===== src/design/scrypt_pkg.sv =====
// Scrypt hash core definitions
`default_nettype none

package scrypt_pkg;

	// Bus widths
	typedef logic [31:0]   word_t;         // One SHA-256 word
	typedef logic [255:0]  digest_t;       // Hash state, word 0 (a) in the low bits
	typedef logic [511:0]  block_t;        // Message block, W[0] in the low bits
	typedef logic [1023:0] xbuf_t;         // Scrypt X buffer
	typedef logic [31:0]   nonce_t;
	typedef logic [511:0]  header_lo_t;    // Header bytes 0..63
	typedef logic [95:0]   header_tail_t;  // Header bytes 64..75

	// Cycles from one load to the next
	localparam word_t transform_cycles = 32'd66;
	localparam word_t xfer_words = 32'd32;     // 32-bit words in X
	localparam word_t nonce_cnt_w = 32'd28;    // Low nonce bits, core prefix sits above

	// FIPS 180-4 initial hash value, h0 in the low word
	localparam digest_t sha256_iv = {
		32'h5be0cd19, 32'h1f83d9ab, 32'h9b05688c, 32'h510e527f,
		32'ha54ff53a, 32'h3c6ef372, 32'hbb67ae85, 32'h6a09e667
	};

	// Round constants, K[0] first
	localparam word_t sha256_k [64] = '{
		32'h428a2f98, 32'h71374491, 32'hb5c0fbcf, 32'he9b5dba5,
		32'h3956c25b, 32'h59f111f1, 32'h923f82a4, 32'hab1c5ed5,
		32'hd807aa98, 32'h12835b01, 32'h243185be, 32'h550c7dc3,
		32'h72be5d74, 32'h80deb1fe, 32'h9bdc06a7, 32'hc19bf174,
		32'he49b69c1, 32'hefbe4786, 32'h0fc19dc6, 32'h240ca1cc,
		32'h2de92c6f, 32'h4a7484aa, 32'h5cb0a9dc, 32'h76f988da,
		32'h983e5152, 32'ha831c66d, 32'hb00327c8, 32'hbf597fc7,
		32'hc6e00bf3, 32'hd5a79147, 32'h06ca6351, 32'h14292967,
		32'h27b70a85, 32'h2e1b2138, 32'h4d2c6dfc, 32'h53380d13,
		32'h650a7354, 32'h766a0abb, 32'h81c2c92e, 32'h92722c85,
		32'ha2bfe8a1, 32'ha81a664b, 32'hc24b8b70, 32'hc76c51a3,
		32'hd192e819, 32'hd6990624, 32'hf40e3585, 32'h106aa070,
		32'h19a4c116, 32'h1e376c08, 32'h2748774c, 32'h34b0bcb5,
		32'h391c0cb3, 32'h4ed8aa4a, 32'h5b9cca4f, 32'h682e6ff3,
		32'h748f82ee, 32'h78a5636f, 32'h84c87814, 32'h8cc70208,
		32'h90befffa, 32'ha4506ceb, 32'hbef9a3f7, 32'hc67178f2
	};

	// HMAC pads, key is 32 bytes so the upper half is pad only
	localparam block_t ipad_block = {16{32'h36363636}};
	localparam block_t opad_block = {16{32'h5c5c5c5c}};

	// Words 4..15 after the header tail, message is 80 bytes
	localparam logic [383:0] header_pad = {
		32'h00000280,       // 640 bits
		320'd0,
		32'h80000000        // Stop bit
	};

	// Words 5..15 after salt tail plus block count, 64 + 80 + 4 bytes
	localparam logic [351:0] iter_pad = {
		32'h000004a0,
		288'd0,
		32'h80000000
	};

	// Words 8..15 after a 32-byte inner digest, 64 + 32 bytes
	localparam logic [255:0] digest_pad = {
		32'h00000300,
		192'd0,
		32'h80000000
	};

endpackage

`default_nettype wire

===== src/design/xbuf_packer.sv =====
// X buffer packer
`timescale 1ns/10ps
`default_nettype none

module xbuf_packer (
	input  logic                hash_clk,
	input  logic                reset,
	input  logic                capture,
	input  logic                finish,
	input  scrypt_pkg::digest_t digest,
	output logic                done,
	output scrypt_pkg::xbuf_t   x_out
);
	scrypt_pkg::xbuf_t xbuf, x_le;

	// Byte-reverse each word to the little-endian layout salsa expects
	always_comb begin
		for (int i = 0; i < scrypt_pkg::xfer_words; i++)
			x_le[32*i +: 32] = {xbuf[32*i +: 8], xbuf[32*i+8 +: 8],
				xbuf[32*i+16 +: 8], xbuf[32*i+24 +: 8]};
	end

	always_ff @(posedge hash_clk) begin
		if (capture)
			xbuf <= {digest, xbuf[1023:256]};    // Block 1 ends up in the low quarter
	end

	always_ff @(posedge hash_clk) begin
		if (reset) begin
			done <= 1'b0;
			x_out <= '0;
		end else begin
			done <= finish;
			if (finish)
				x_out <= x_le;                   // Held until the next job
		end
	end

endmodule

`default_nettype wire


===== config.mk =====
export PLATFORM = sky130hd
export DESIGN_NAME = xbuf_packer
export DESIGN_NICKNAME = d
export VERILOG_FILES = /design/src/design/scrypt_pkg.sv /design/src/design/xbuf_packer.sv
export SDC_FILE = /design/constraint.sdc
export NUM_CORES = 2
export LEC_CHECK = 0
export BUFFER_PORTS_ARGS = -buffer_cell sky130_fd_sc_hd__buf_2
export CORE_AREA = 2 2 499 501
export DETAILED_ROUTE_END_ITERATION = 8
export DIE_AREA = 0 0 501 503
export PLACE_DENSITY = 0.46
export SYNTH_ARGS = -nofsm -noshare
export SYNTH_HDL_FRONTEND = slang
export SYNTH_SLANG_ARGS = --single-unit

===== constraint.sdc =====
create_clock -name hash_clk -period 1.3 [get_ports hash_clk]
set_clock_uncertainty 0.15 [all_clocks]
set_input_delay 0.26 -clock hash_clk [delete_from_list [all_inputs] [get_ports hash_clk]]
set_output_delay 0.26 -clock hash_clk [all_outputs]
set_load 0.05 [all_outputs]

==> summary.txt <==
wirelength, routed - 224 mm
Worst path max stage delay - 0.40 ns
path type of the worst min-delay path - input pin to register
width of the die - 501 um
count of final hold-check violations - 0
status - finished with violations
min Tclk post-route - 1.81 ns
f_max - 551 MHz
capture point of the worst path - x_out[772]
peak supply drop - 1.59 mV
pin count of the biggest net entering global routing - 80
IO Pins - 1285
Routability Congestion - 0.823
Area growth syn-to-layout - 57.2%
crit path kind - register to output port
crit path max fanout - 2
flops & latches, synth - 2049
root buffer cell - clkbuf_16
sequential-to-total area share from yosys stat - 76.8%
Num Clock Sinks - 2049
dpl ws - -0.317 ns
part of the cycle the worst path needs - 140%
WP depth - 1
fin. max-slew vios - 0
CTS HTree Levels - 4
Internal - 118 mW
post-synthesis cell area - 0.0667 mm2
hold_ws - 0.0634 ns
EDFF count, synth - 1024
failing checks - setup timing
Clock power frac - 38.4%
power share of the combinational group - 14.3%
P_leak - 43.5 nW
R2R Path End - x_out[770]
Worst setup EP type - output port
Synth cell types - 9
top post-synthesis cells by area - edfxtp_1, dfxtp_1, mux2i_1
Mapped Nets - 4586
initial drt markers - 2232
Sw Pwr - 42.9 mW
WL per Instance - 22.6 um
Die H - 503 um
DP Wirelength - 164 mm
total track usage - 17.1%
Row Count - 183
post-synthesis cell count - 4326
total gr overflow - 0
clock latency on the worst-skew pair - 0.85 ns
Synth top area share - 46.1%
Startpoint Class - register
CP max stage cell - dfxtp_4
Routed Antenna Nets - 0
Mean Syn Cell Area - 15.4 um2
PnR worst setup slack - -0.515 ns
max-cap viol count - 0
RR Startpoint - xbuf[794]
Critical Path AT - 1.40 ns
top_reg_cell synth - dfxtp_1
total power - 161 mW
Clock transition at path regs - 0.06 ns
IO Port Bufs - 1284
initial antenna violation count - 28
layout cells sized above 1 - 45.5%
sw frac - 26.6%
Syn. warnings - 0
via count of the first global-routing pass - 43000
Worst Hold Path Cells - 2
worst-path cell chain - buf_8
synth cell count leaders - dfxtp_1, edfxtp_1, mux2i_1, nor2_1, clkbuf_1
die area - 0.252 mm2
Starting Density - 27.0%
top cell family by delay on the critical path - flip-flops
reg-to-reg slack, setup - 0.21 ns
max_slew headroom - 47.7%
most frequent cell after synthesis - dfxtp_1
WP data required - 0.89 ns
Worst Max-Slew Pin Slew - 0.782 ns
NumNets Final - 6742
Flop pwr share - 47.3%
first-pass GRT wire length - 313 mm
RSZ-0062 raised after global routing - true
setup_tns - -576.12 ns
Power Density - 1540 mW/mm2
vias per cell - 4.21
CP startpoint - x_out[772]
Core Util, Final - 42.5%
CTS tree - done
Core ar. - 0.247 mm2
via count - 41800
area leader, netlist - edfxtp_1
DRC - 0
final setup fails - 1607
CP bufs+invs - 1
Reg2Reg Depth - 2
CTS max path bufs - 3
CTS buffer count - 216
ys async rst share - 0%
TritonRoute pass-1 iters - 5
[routing by layer]
metal / share of wire, % / GRT usage, %
met5: 0.011 / 0
met4: 5.0 / 7.87
met3: 9.4 / 7.24
met2: 47 / 27.7
met1: 39 / 19.7
[kinds of logic (layout without fill, tap and decap cells)]
| family | count (synthesis) | in the layout | share of synthesized area (%) |
|---|---|---|---|
| buffers and inverters | 228 | 2576 | 2.05 |
| multiplexers | 1024 | 1024 | 15.4 |
| AND/OR/NAND/NOR | 1025 | 1025 | 5.77 |
| flip-flops | 2049 | 2049 | 76.8 |
| other | 0 | 9 | 0 |
[power groups by stage]
stage	clock, mW	combinational [mW]	sequential (mW)
floorplan	0	4.10	82.3
global placement	0	17.2	76.4
detailed placement	0	17.2	76.5
CTS	63.6	22.9	76.4
global route	66.2	24.0	76.8
finish	61.9	23.0	76.3
[state kept, by name, indices dropped and copies added, names as in the netlist]
signal and count:
done 1, x_out 1024, xbuf 1024
[stage by stage]
step,instances,cell area [um2]
4_1_cts,9867,104000
3_3_place_gp,8892,79300
2_1_floorplan,4326,66900
3_5_place_dp,8892,79300
6_report,9920,105000
5_1_grt,9918,105000
[cell usage in the layout, fill, tap and decap left out, drive strengths merged]
master       instances
buf               1693
bufinv              14
clkbuf             322
clkinv              61
clkinvlp             7
dfxtp             1025
diode                9
dlygate4sd3        472
edfxtp            1024
inv                  7
mux2i             1024
nor2              1024
nor2b                1
[what timing repair did]
| item | 4_1_cts | 5_1_grt |
|---|---|---|
| endpoints found under the hold margin | 1644 | 0 |
| gates cloned | 0 | 0 |
| resized for setup | 4229 | 124 |
| hold buffers | 473 | 0 |
| setup endpoints to repair | 1025 | 1837 |
| setup buffers | 92 | 44 |
[worst min-delay path by stage]
| stage | start | endpoint |
|---|---|---|
| detailed placement | xbuf[380] | xbuf[124] |
| global route | digest[166] | xbuf[934] |
| CTS | digest[182] | xbuf[950] |
| floorplan | digest[232] | xbuf[1000] |
| finish | digest[182] | xbuf[950] |
| global placement | xbuf[356] | xbuf[100] |
[layout make-up]
cell class	count	area, um2
antenna	9	22.5
clock buffer	321	6090
clock inverter	89	1120
fill	22300	142000
multi-input combinational	2049	14100
sequential	2049	52800
tap	3237	4050
timing repair buffer	2166	26800
No activity file was read; power rests on OpenSTA's default activity.
