## src/design/scrypt_pkg.sv

```systemverilog
// Scrypt hash core definitions
`default_nettype none

package scrypt_pkg;

	// Bus widths
	typedef logic [31:0]   word_t;         // One SHA-256 word
	typedef logic [255:0]  digest_t;       // Hash state, word 0 (a) in the low bits
	typedef logic [511:0]  block_t;        // Message block, W[0] in the low bits
	typedef logic [1023:0] xbuf_t;         // Scrypt X buffer
	typedef logic [31:0]   nonce_t;
	typedef logic [511:0]  header_lo_t;    // Header bytes 0..63
	typedef logic [95:0]   header_tail_t;  // Header bytes 64..75

	// Cycles from one load to the next
	localparam word_t transform_cycles = 32'd66;
	localparam word_t xfer_words = 32'd32;     // 32-bit words in X
	localparam word_t nonce_cnt_w = 32'd28;    // Low nonce bits, core prefix sits above

	// FIPS 180-4 initial hash value, h0 in the low word
	localparam digest_t sha256_iv = {
		32'h5be0cd19, 32'h1f83d9ab, 32'h9b05688c, 32'h510e527f,
		32'ha54ff53a, 32'h3c6ef372, 32'hbb67ae85, 32'h6a09e667
	};

	// Round constants, K[0] first
	localparam word_t sha256_k [64] = '{
		32'h428a2f98, 32'h71374491, 32'hb5c0fbcf, 32'he9b5dba5,
		32'h3956c25b, 32'h59f111f1, 32'h923f82a4, 32'hab1c5ed5,
		32'hd807aa98, 32'h12835b01, 32'h243185be, 32'h550c7dc3,
		32'h72be5d74, 32'h80deb1fe, 32'h9bdc06a7, 32'hc19bf174,
		32'he49b69c1, 32'hefbe4786, 32'h0fc19dc6, 32'h240ca1cc,
		32'h2de92c6f, 32'h4a7484aa, 32'h5cb0a9dc, 32'h76f988da,
		32'h983e5152, 32'ha831c66d, 32'hb00327c8, 32'hbf597fc7,
		32'hc6e00bf3, 32'hd5a79147, 32'h06ca6351, 32'h14292967,
		32'h27b70a85, 32'h2e1b2138, 32'h4d2c6dfc, 32'h53380d13,
		32'h650a7354, 32'h766a0abb, 32'h81c2c92e, 32'h92722c85,
		32'ha2bfe8a1, 32'ha81a664b, 32'hc24b8b70, 32'hc76c51a3,
		32'hd192e819, 32'hd6990624, 32'hf40e3585, 32'h106aa070,
		32'h19a4c116, 32'h1e376c08, 32'h2748774c, 32'h34b0bcb5,
		32'h391c0cb3, 32'h4ed8aa4a, 32'h5b9cca4f, 32'h682e6ff3,
		32'h748f82ee, 32'h78a5636f, 32'h84c87814, 32'h8cc70208,
		32'h90befffa, 32'ha4506ceb, 32'hbef9a3f7, 32'hc67178f2
	};

	// HMAC pads, key is 32 bytes so the upper half is pad only
	localparam block_t ipad_block = {16{32'h36363636}};
	localparam block_t opad_block = {16{32'h5c5c5c5c}};

	// Words 4..15 after the header tail, message is 80 bytes
	localparam logic [383:0] header_pad = {
		32'h00000280,       // 640 bits
		320'd0,
		32'h80000000        // Stop bit
	};

	// Words 5..15 after salt tail plus block count, 64 + 80 + 4 bytes
	localparam logic [351:0] iter_pad = {
		32'h000004a0,
		288'd0,
		32'h80000000
	};

	// Words 8..15 after a 32-byte inner digest, 64 + 32 bytes
	localparam logic [255:0] digest_pad = {
		32'h00000300,
		192'd0,
		32'h80000000
	};

endpackage

`default_nettype wire
```

## src/design/pbkdf2_sequencer.sv

```systemverilog
// PBKDF2 transform sequencer
`timescale 1ns/10ps
`default_nettype none

module pbkdf2_sequencer (
	input  logic                     hash_clk,
	input  logic                     reset,
	input  logic                     start,
	input  logic [3:0]               nonce_msb,      // Core prefix
	input  scrypt_pkg::header_lo_t   header_lo,      // SHA word i holds bytes 4i..4i+3
	input  scrypt_pkg::header_tail_t header_tail,    // Header words 16..18
	input  scrypt_pkg::digest_t      digest,
	input  logic                     digest_valid,
	output logic                     load,
	output scrypt_pkg::digest_t      state_in,
	output scrypt_pkg::block_t       block_in,
	output logic                     capture,
	output logic                     finish,
	output scrypt_pkg::nonce_t       nonce_out
);
	localparam logic [3:0] ph_idle   = 4'd0;
	localparam logic [3:0] ph_key1   = 4'd1;    // Key hash, header bytes 0..63
	localparam logic [3:0] ph_key2   = 4'd2;    // Key hash, tail with nonce
	localparam logic [3:0] ph_ipad1  = 4'd3;
	localparam logic [3:0] ph_ipad2  = 4'd4;    // Inner hash continues over header bytes 0..63
	localparam logic [3:0] ph_opad   = 4'd5;
	localparam logic [3:0] ph_iter1  = 4'd6;    // Inner hash of salt tail and block count
	localparam logic [3:0] ph_iter2  = 4'd7;    // Outer hash of the inner digest
	localparam logic [3:0] ph_finish = 4'd8;

	logic [3:0] phase;
	logic [2:0] blk_cnt;                                   // PBKDF2 block index 1..4
	logic [scrypt_pkg::nonce_cnt_w-1:0] nonce_cnt;
	scrypt_pkg::digest_t khash, ihash, ohash;
	scrypt_pkg::nonce_t nonce, nonce_le;
	scrypt_pkg::block_t tail_block, iter_block;

	assign nonce = {nonce_msb, nonce_cnt};
	// Nonce sits little-endian in bytes 76..79
	assign nonce_le = {nonce[7:0], nonce[15:8], nonce[23:16], nonce[31:24]};
	assign tail_block = {scrypt_pkg::header_pad, nonce_le, header_tail};
	assign iter_block = {scrypt_pkg::iter_pad, 29'd0, blk_cnt, nonce_le, header_tail};
	assign capture = digest_valid && (phase == ph_iter2);     // One X slice per block
	assign finish = (phase == ph_finish);

	always_ff @(posedge hash_clk) begin
		if (reset) begin
			phase <= ph_idle;
			load <= 1'b0;
			blk_cnt <= '0;
			nonce_cnt <= '0;
		end else begin
			load <= 1'b0;
			case (phase)
				ph_idle: begin
					if (start) begin
						phase <= ph_key1;
						load <= 1'b1;
						blk_cnt <= 3'd1;
					end
				end
				ph_finish: begin
					phase <= ph_idle;
					nonce_cnt <= nonce_cnt + 1'b1;     // Next job's nonce
				end
				default: begin
					if (digest_valid) begin
						load <= 1'b1;
						case (phase)
							ph_key1:  phase <= ph_key2;
							ph_key2:  phase <= ph_ipad1;
							ph_ipad1: phase <= ph_ipad2;
							ph_ipad2: phase <= ph_opad;
							ph_opad:  phase <= ph_iter1;
							ph_iter1: begin
								phase <= ph_iter2;
								blk_cnt <= blk_cnt + 3'd1;   // Points at the next block from here
							end
							default: begin
								if (blk_cnt == 3'd5) begin
									phase <= ph_finish;
									load <= 1'b0;
								end else
									phase <= ph_iter1;
							end
						endcase
					end
				end
			endcase
		end
	end

	// Chaining value and block for the next load
	always_ff @(posedge hash_clk) begin
		if (phase == ph_idle && start) begin
			state_in <= scrypt_pkg::sha256_iv;
			block_in <= header_lo;
		end
		if (digest_valid) begin
			case (phase)
				ph_key1: begin
					state_in <= digest;
					block_in <= tail_block;
				end
				ph_key2: begin
					khash <= digest;
					state_in <= scrypt_pkg::sha256_iv;
					block_in <= {256'd0, digest} ^ scrypt_pkg::ipad_block;
				end
				ph_ipad1: begin
					state_in <= digest;
					block_in <= header_lo;                // Salt is the header itself
				end
				ph_ipad2: begin
					ihash <= digest;
					state_in <= scrypt_pkg::sha256_iv;
					block_in <= {256'd0, khash} ^ scrypt_pkg::opad_block;
				end
				ph_opad: begin
					ohash <= digest;
					state_in <= ihash;
					block_in <= iter_block;
				end
				ph_iter1: begin
					state_in <= ohash;
					block_in <= {scrypt_pkg::digest_pad, digest};
				end
				ph_iter2: begin
					state_in <= ihash;
					block_in <= iter_block;               // Unused after block 4
				end
				default: ;
			endcase
		end
		if (finish)
			nonce_out <= nonce;    // Nonce of the job just completed
	end

endmodule

`default_nettype wire

```

## config.mk

```make
export PLATFORM = sky130hd
export DESIGN_NAME = pbkdf2_sequencer
export DESIGN_NICKNAME = d
export VERILOG_FILES = /design/src/design/scrypt_pkg.sv /design/src/design/pbkdf2_sequencer.sv
export SDC_FILE = /design/constraint.sdc
export NUM_CORES = 2
export LEC_CHECK = 0
export ABC_CLOCK_PERIOD_IN_PS = 19300
export BUFFER_PORTS_ARGS = -buffer_cell sky130_fd_sc_hd__buf_2
export CAP_MARGIN = 0
export CELL_PAD_IN_SITES_DETAIL_PLACEMENT = 1
export CELL_PAD_IN_SITES_GLOBAL_PLACEMENT = 2
export CORE_AREA = 4 4 642 644
export DETAILED_ROUTE_END_ITERATION = 7
export DIE_AREA = 0 0 646 648
export PLACE_DENSITY_LB_ADDON = 0.25
export RECOVER_POWER = 100
export SLEW_MARGIN = 30
export SYNTH_ARGS = -nofsm -noshare
export SYNTH_HDL_FRONTEND = slang
export SYNTH_SLANG_ARGS = --single-unit
```

## constraint.sdc

```tcl
create_clock -name hash_clk -period 19.3 [get_ports hash_clk]
set_clock_uncertainty 0.2 [all_clocks]
set_input_delay 0.965 -clock hash_clk [delete_from_list [all_inputs] [get_ports hash_clk]]
set_output_delay 0.965 -clock hash_clk [all_outputs]
set_load 0.02 [all_outputs]
```

==> flow_summary.rst <==
.. list-table::
   :header-rows: 1

   * - Metric
     - Value
   * - Net total in the final layout
     - 7704
   * - Commonest non-fill, non-tap cell in the layout
     - clkbuf_1
   * - Fin area
     - 0.0838 mm^2
   * - Share of the yosys chip area belonging to registers
     - 65.0%
   * - Compound-gate portion of the synthesized area
     - 16.9%
   * - Area of the multi-input gates
     - 0.0196 mm^2
   * - Antenna Nets Post-Route
     - 0
   * - Share of Yosys cell area claimed by the top area cell type
     - 38.9%
   * - Layout area overhead
     - 35.7%
   * - Count of input and output buffers
     - 1674
   * - Area share of fa/ha/maj cells after synthesis
     - 0.0608%
   * - Max-Slew Margin vs Limit
     - -182%
   * - Number of synthesized register bits
     - 1604
   * - Combinational family with the most area after synthesis
     - compound AO/OA/AOI/OAI gates
   * - Top fanout value on the critical path
     - 55
   * - Worst VDD drop
     - 0.0656 mV
   * - Detailed-placement wirelength estimate
     - 299000 um
   * - Total global routing track utilization
     - 18.1%
   * - Leading post-synthesis cells by cell area
     - edfxtp_1 (39%), dfxtp_1 (26%), nand2_1 (4.5%)
   * - Signal arrival time at the worst endpoint
     - 11.88 ns
   * - Peak clock frequency supported by timing
     - 86.3 MHz
   * - Crit path kind
     - reg2reg
   * - Type of element launching the critical path
     - flop
   * - Number of unique standard cell types used by synthesis
     - 65
   * - Clock latency reported for the late side of the worst-skew pair
     - 0.90 ns
   * - Number of levels the H-tree was split into
     - 4
   * - Share of the cycle needed by the critical path after routing
     - 60.0%
   * - Fill cell count
     - 46.4k
   * - Transition time of the tightest slew-check pin
     - 4.23 ns
   * - CTS Root Cell
     - clkbuf_16
   * - Vertical extent of the die
     - 648 um
   * - Gate count of the mapped netlist
     - 5048
   * - Slew Limit Fails
     - 1513
   * - Sum of routed wire length over all layers
     - 398000 um
   * - Routability cong.
     - 0.932
   * - Clock tree sinks
     - 1604
   * - Type of destination of the critical path
     - flop
   * - Global-route wire length before repair
     - 517000 um
   * - Endpoint required time on the critical path
     - 19.59 ns
   * - Average wire per standard cell
     - 31.8 um
   * - Most frequently used flop master after synthesis
     - dfxtp_1
   * - Buffer depth of the longest clock path
     - 4
   * - Number of enable-type register cells in the synthesized netlist
     - 800
   * - Final critical-path required period
     - 11.59 ns
   * - Leak
     - 27.7 nW
   * - Count of pins on the block boundary
     - 1675
   * - Final hold viol count
     - 0
   * - # Max-Cap Violations
     - 36
   * - Post-detailed-route DRC marker count
     - 0
   * - Clock slew at reported path FFs
     - 0.06 ns
   * - Most used cells in the layout excluding fill and tap cells
     - clkbuf_1 (1169), dfxtp_1 (802), edfxtp_1 (800)
   * - Via count of the first global-routing pass
     - 52.7k
   * - Netlist area before placement
     - 0.0618 mm^2
   * - Core ar.
     - 0.406 mm^2
   * - Share of final-layout standard cells stronger than drive strength 1
     - 17.2%
   * - Post-synthesis simple-gate area fraction
     - 8.55%
   * - Warnings, synthesis
     - 0
   * - Reg area
     - 0.0401 mm^2
   * - First-iteration detailed-routing DRC count
     - 3541
   * - Mux cell area share after synthesis
     - 4.17%
   * - Via count of the routed design
     - 51.7k
   * - Global-route congestion overflow total
     - 0
   * - Number of buffers created by CTS
     - 213
   * - Unrepaired setup endpoints after global routing
     - no
   * - Synthesized Nets
     - 5923
   * - Initial core utilization
     - 15.2%
   * - Pin count of the biggest net entering global routing
     - 116
   * - First drt pass iteration count
     - 6
   * - Power Total
     - 0.00934 W
   * - Top cell type by total area after synthesis
     - edfxtp_1
   * - Final worst hold slack
     - 0.107 ns
   * - Buffers inserted by post-CTS timing repair
     - 0
   * - Ratio of routed vias to standard cells
     - 4.14
   * - Area enclosed by the die boundary
     - 0.419 mm^2
   * - Setup TNS
     - 0 ns
   * - Count of final setup violators
     - 0
   * - TritonCTS clock tree
     - yes
   * - Final core utilization
     - 20.7%
   * - Power per unit of standard cell area
     - 111 mW/mm^2
   * - Synthesized area per cell
     - 12.2 um^2
   * - Dpl cell area
     - 0.0759 mm^2
   * - Placement Rows
     - 234
   * - Antenna violations before repair
     - 157
   * - Path class of the lowest-slack min-delay path
     - in2reg
   * - Xor-xnor portion of the synthesized cell area
     - 1.93%
   * - Outcome
     - finished with violations
   * - Failing checks
     - max-capacitance violations, max-slew violations
   * - Floorplan die width
     - 646 um
   * - Async set-reset flop share out of synthesis
     - 0%
timing repair:
action                    CTS  global route
gates resized for setup     0             0
hold endpoints to repair  265             0
hold buffers              229             0
path summary, 6_finish.rpt:
kind / slack [ns] / to / cells after the start / start
setup / recovery: 7.71 / ohash[250] / 6 / phase[1]
hold / removal: 0.11 / block_in[196] / 3 / header_lo[196]
setup reg to reg: 7.71 / ohash[250] / 6 / phase[1]
hold reg to reg: 0.25 / state_in[80] / 2 / state_in[80]
flip-flops by register name, summed over array words and instances, names as in the netlist:
register	cells
block_in	512
ihash	256
khash	256
ohash	256
state_in	256
nonce_out	32
nonce_cnt	28
phase	4
blk_cnt	3
load	1
Yosys cell counts (all sizes together), types with 63 or more instances:
master	count
nand2	742
nor3b	78
a21oi	209
mux2	138
edfxtp	800
o221a	63
mux2i	102
xnor2	133
nor2	332
clkbuf	182
a221o	246
o21ai	116
buf	257
a22o	121
o211ai	110
dfxtp	804
a31oi	138
a22oi	143
stage by stage:
stage	std cells	setup WS (ns)
after global routing	12500	6.81
after detailed placement	11800	13.78
final	12500	7.71
after CTS	12400	13.72
after global placement	11800	13.51
after floorplan	5048	7.38
metal layers:
| layer | routed length, um | up-vias | track usage, % | part of all wire (%) |
|---|---|---|---|---|
| met5 | 236 | - | 0 | 0.059 |
| met4 | 11300 | 36 | 4.48 | 2.8 |
| met3 | 33700 | 478 | 6.19 | 8.5 |
| met2 | 193000 | 1683 | 31.0 | 48 |
| met1 | 160000 | 26700 | 21.5 | 40 |
| li1 | - | 22800 | - | - |
power breakdown:
part	internal (W)	total, W	switching, W	leakage [nW]
Clock	0.00234	0.00403	0.00169	3.40
Sequential	0.00380	0.00394	0.000148	13.9
Combinational	0.000385	0.00137	0.000980	10.4
Total	0.00652	0.00934	0.00282	27.7
layout make-up:
cell class | instances | area share, %
diodes | 53 | 0.158
clock buffers | 322 | 7.34
clock inverters | 78 | 0.963
inverters | 31 | 0.139
multi-input cells | 2974 | 23.4
flip-flops and latches | 1604 | 47.9
well taps | 5428 | 8.10
repair buffers | 2005 | 12.0
critical path, cell delays in order (launching register included):
cell and delay [ns]:
dfxtp_1 1.35, clkbuf_1 1.54, nand2b_1 1.35, nor3_1 1.75
clkbuf_1 2.23, clkbuf_1 1.90, buf_4 0.71
cells by family after synthesis:
kind of cell	count (synthesis)
adder cells (fa/ha/maj)	3
AO/OA/AOI/OAI	1352
buffers and inverters	470
flip-flops	1604
multiplexers	240
XOR/XNOR	136
AND/OR/NAND/NOR	1243
Note: power is estimated with default switching activity, not from simulation.
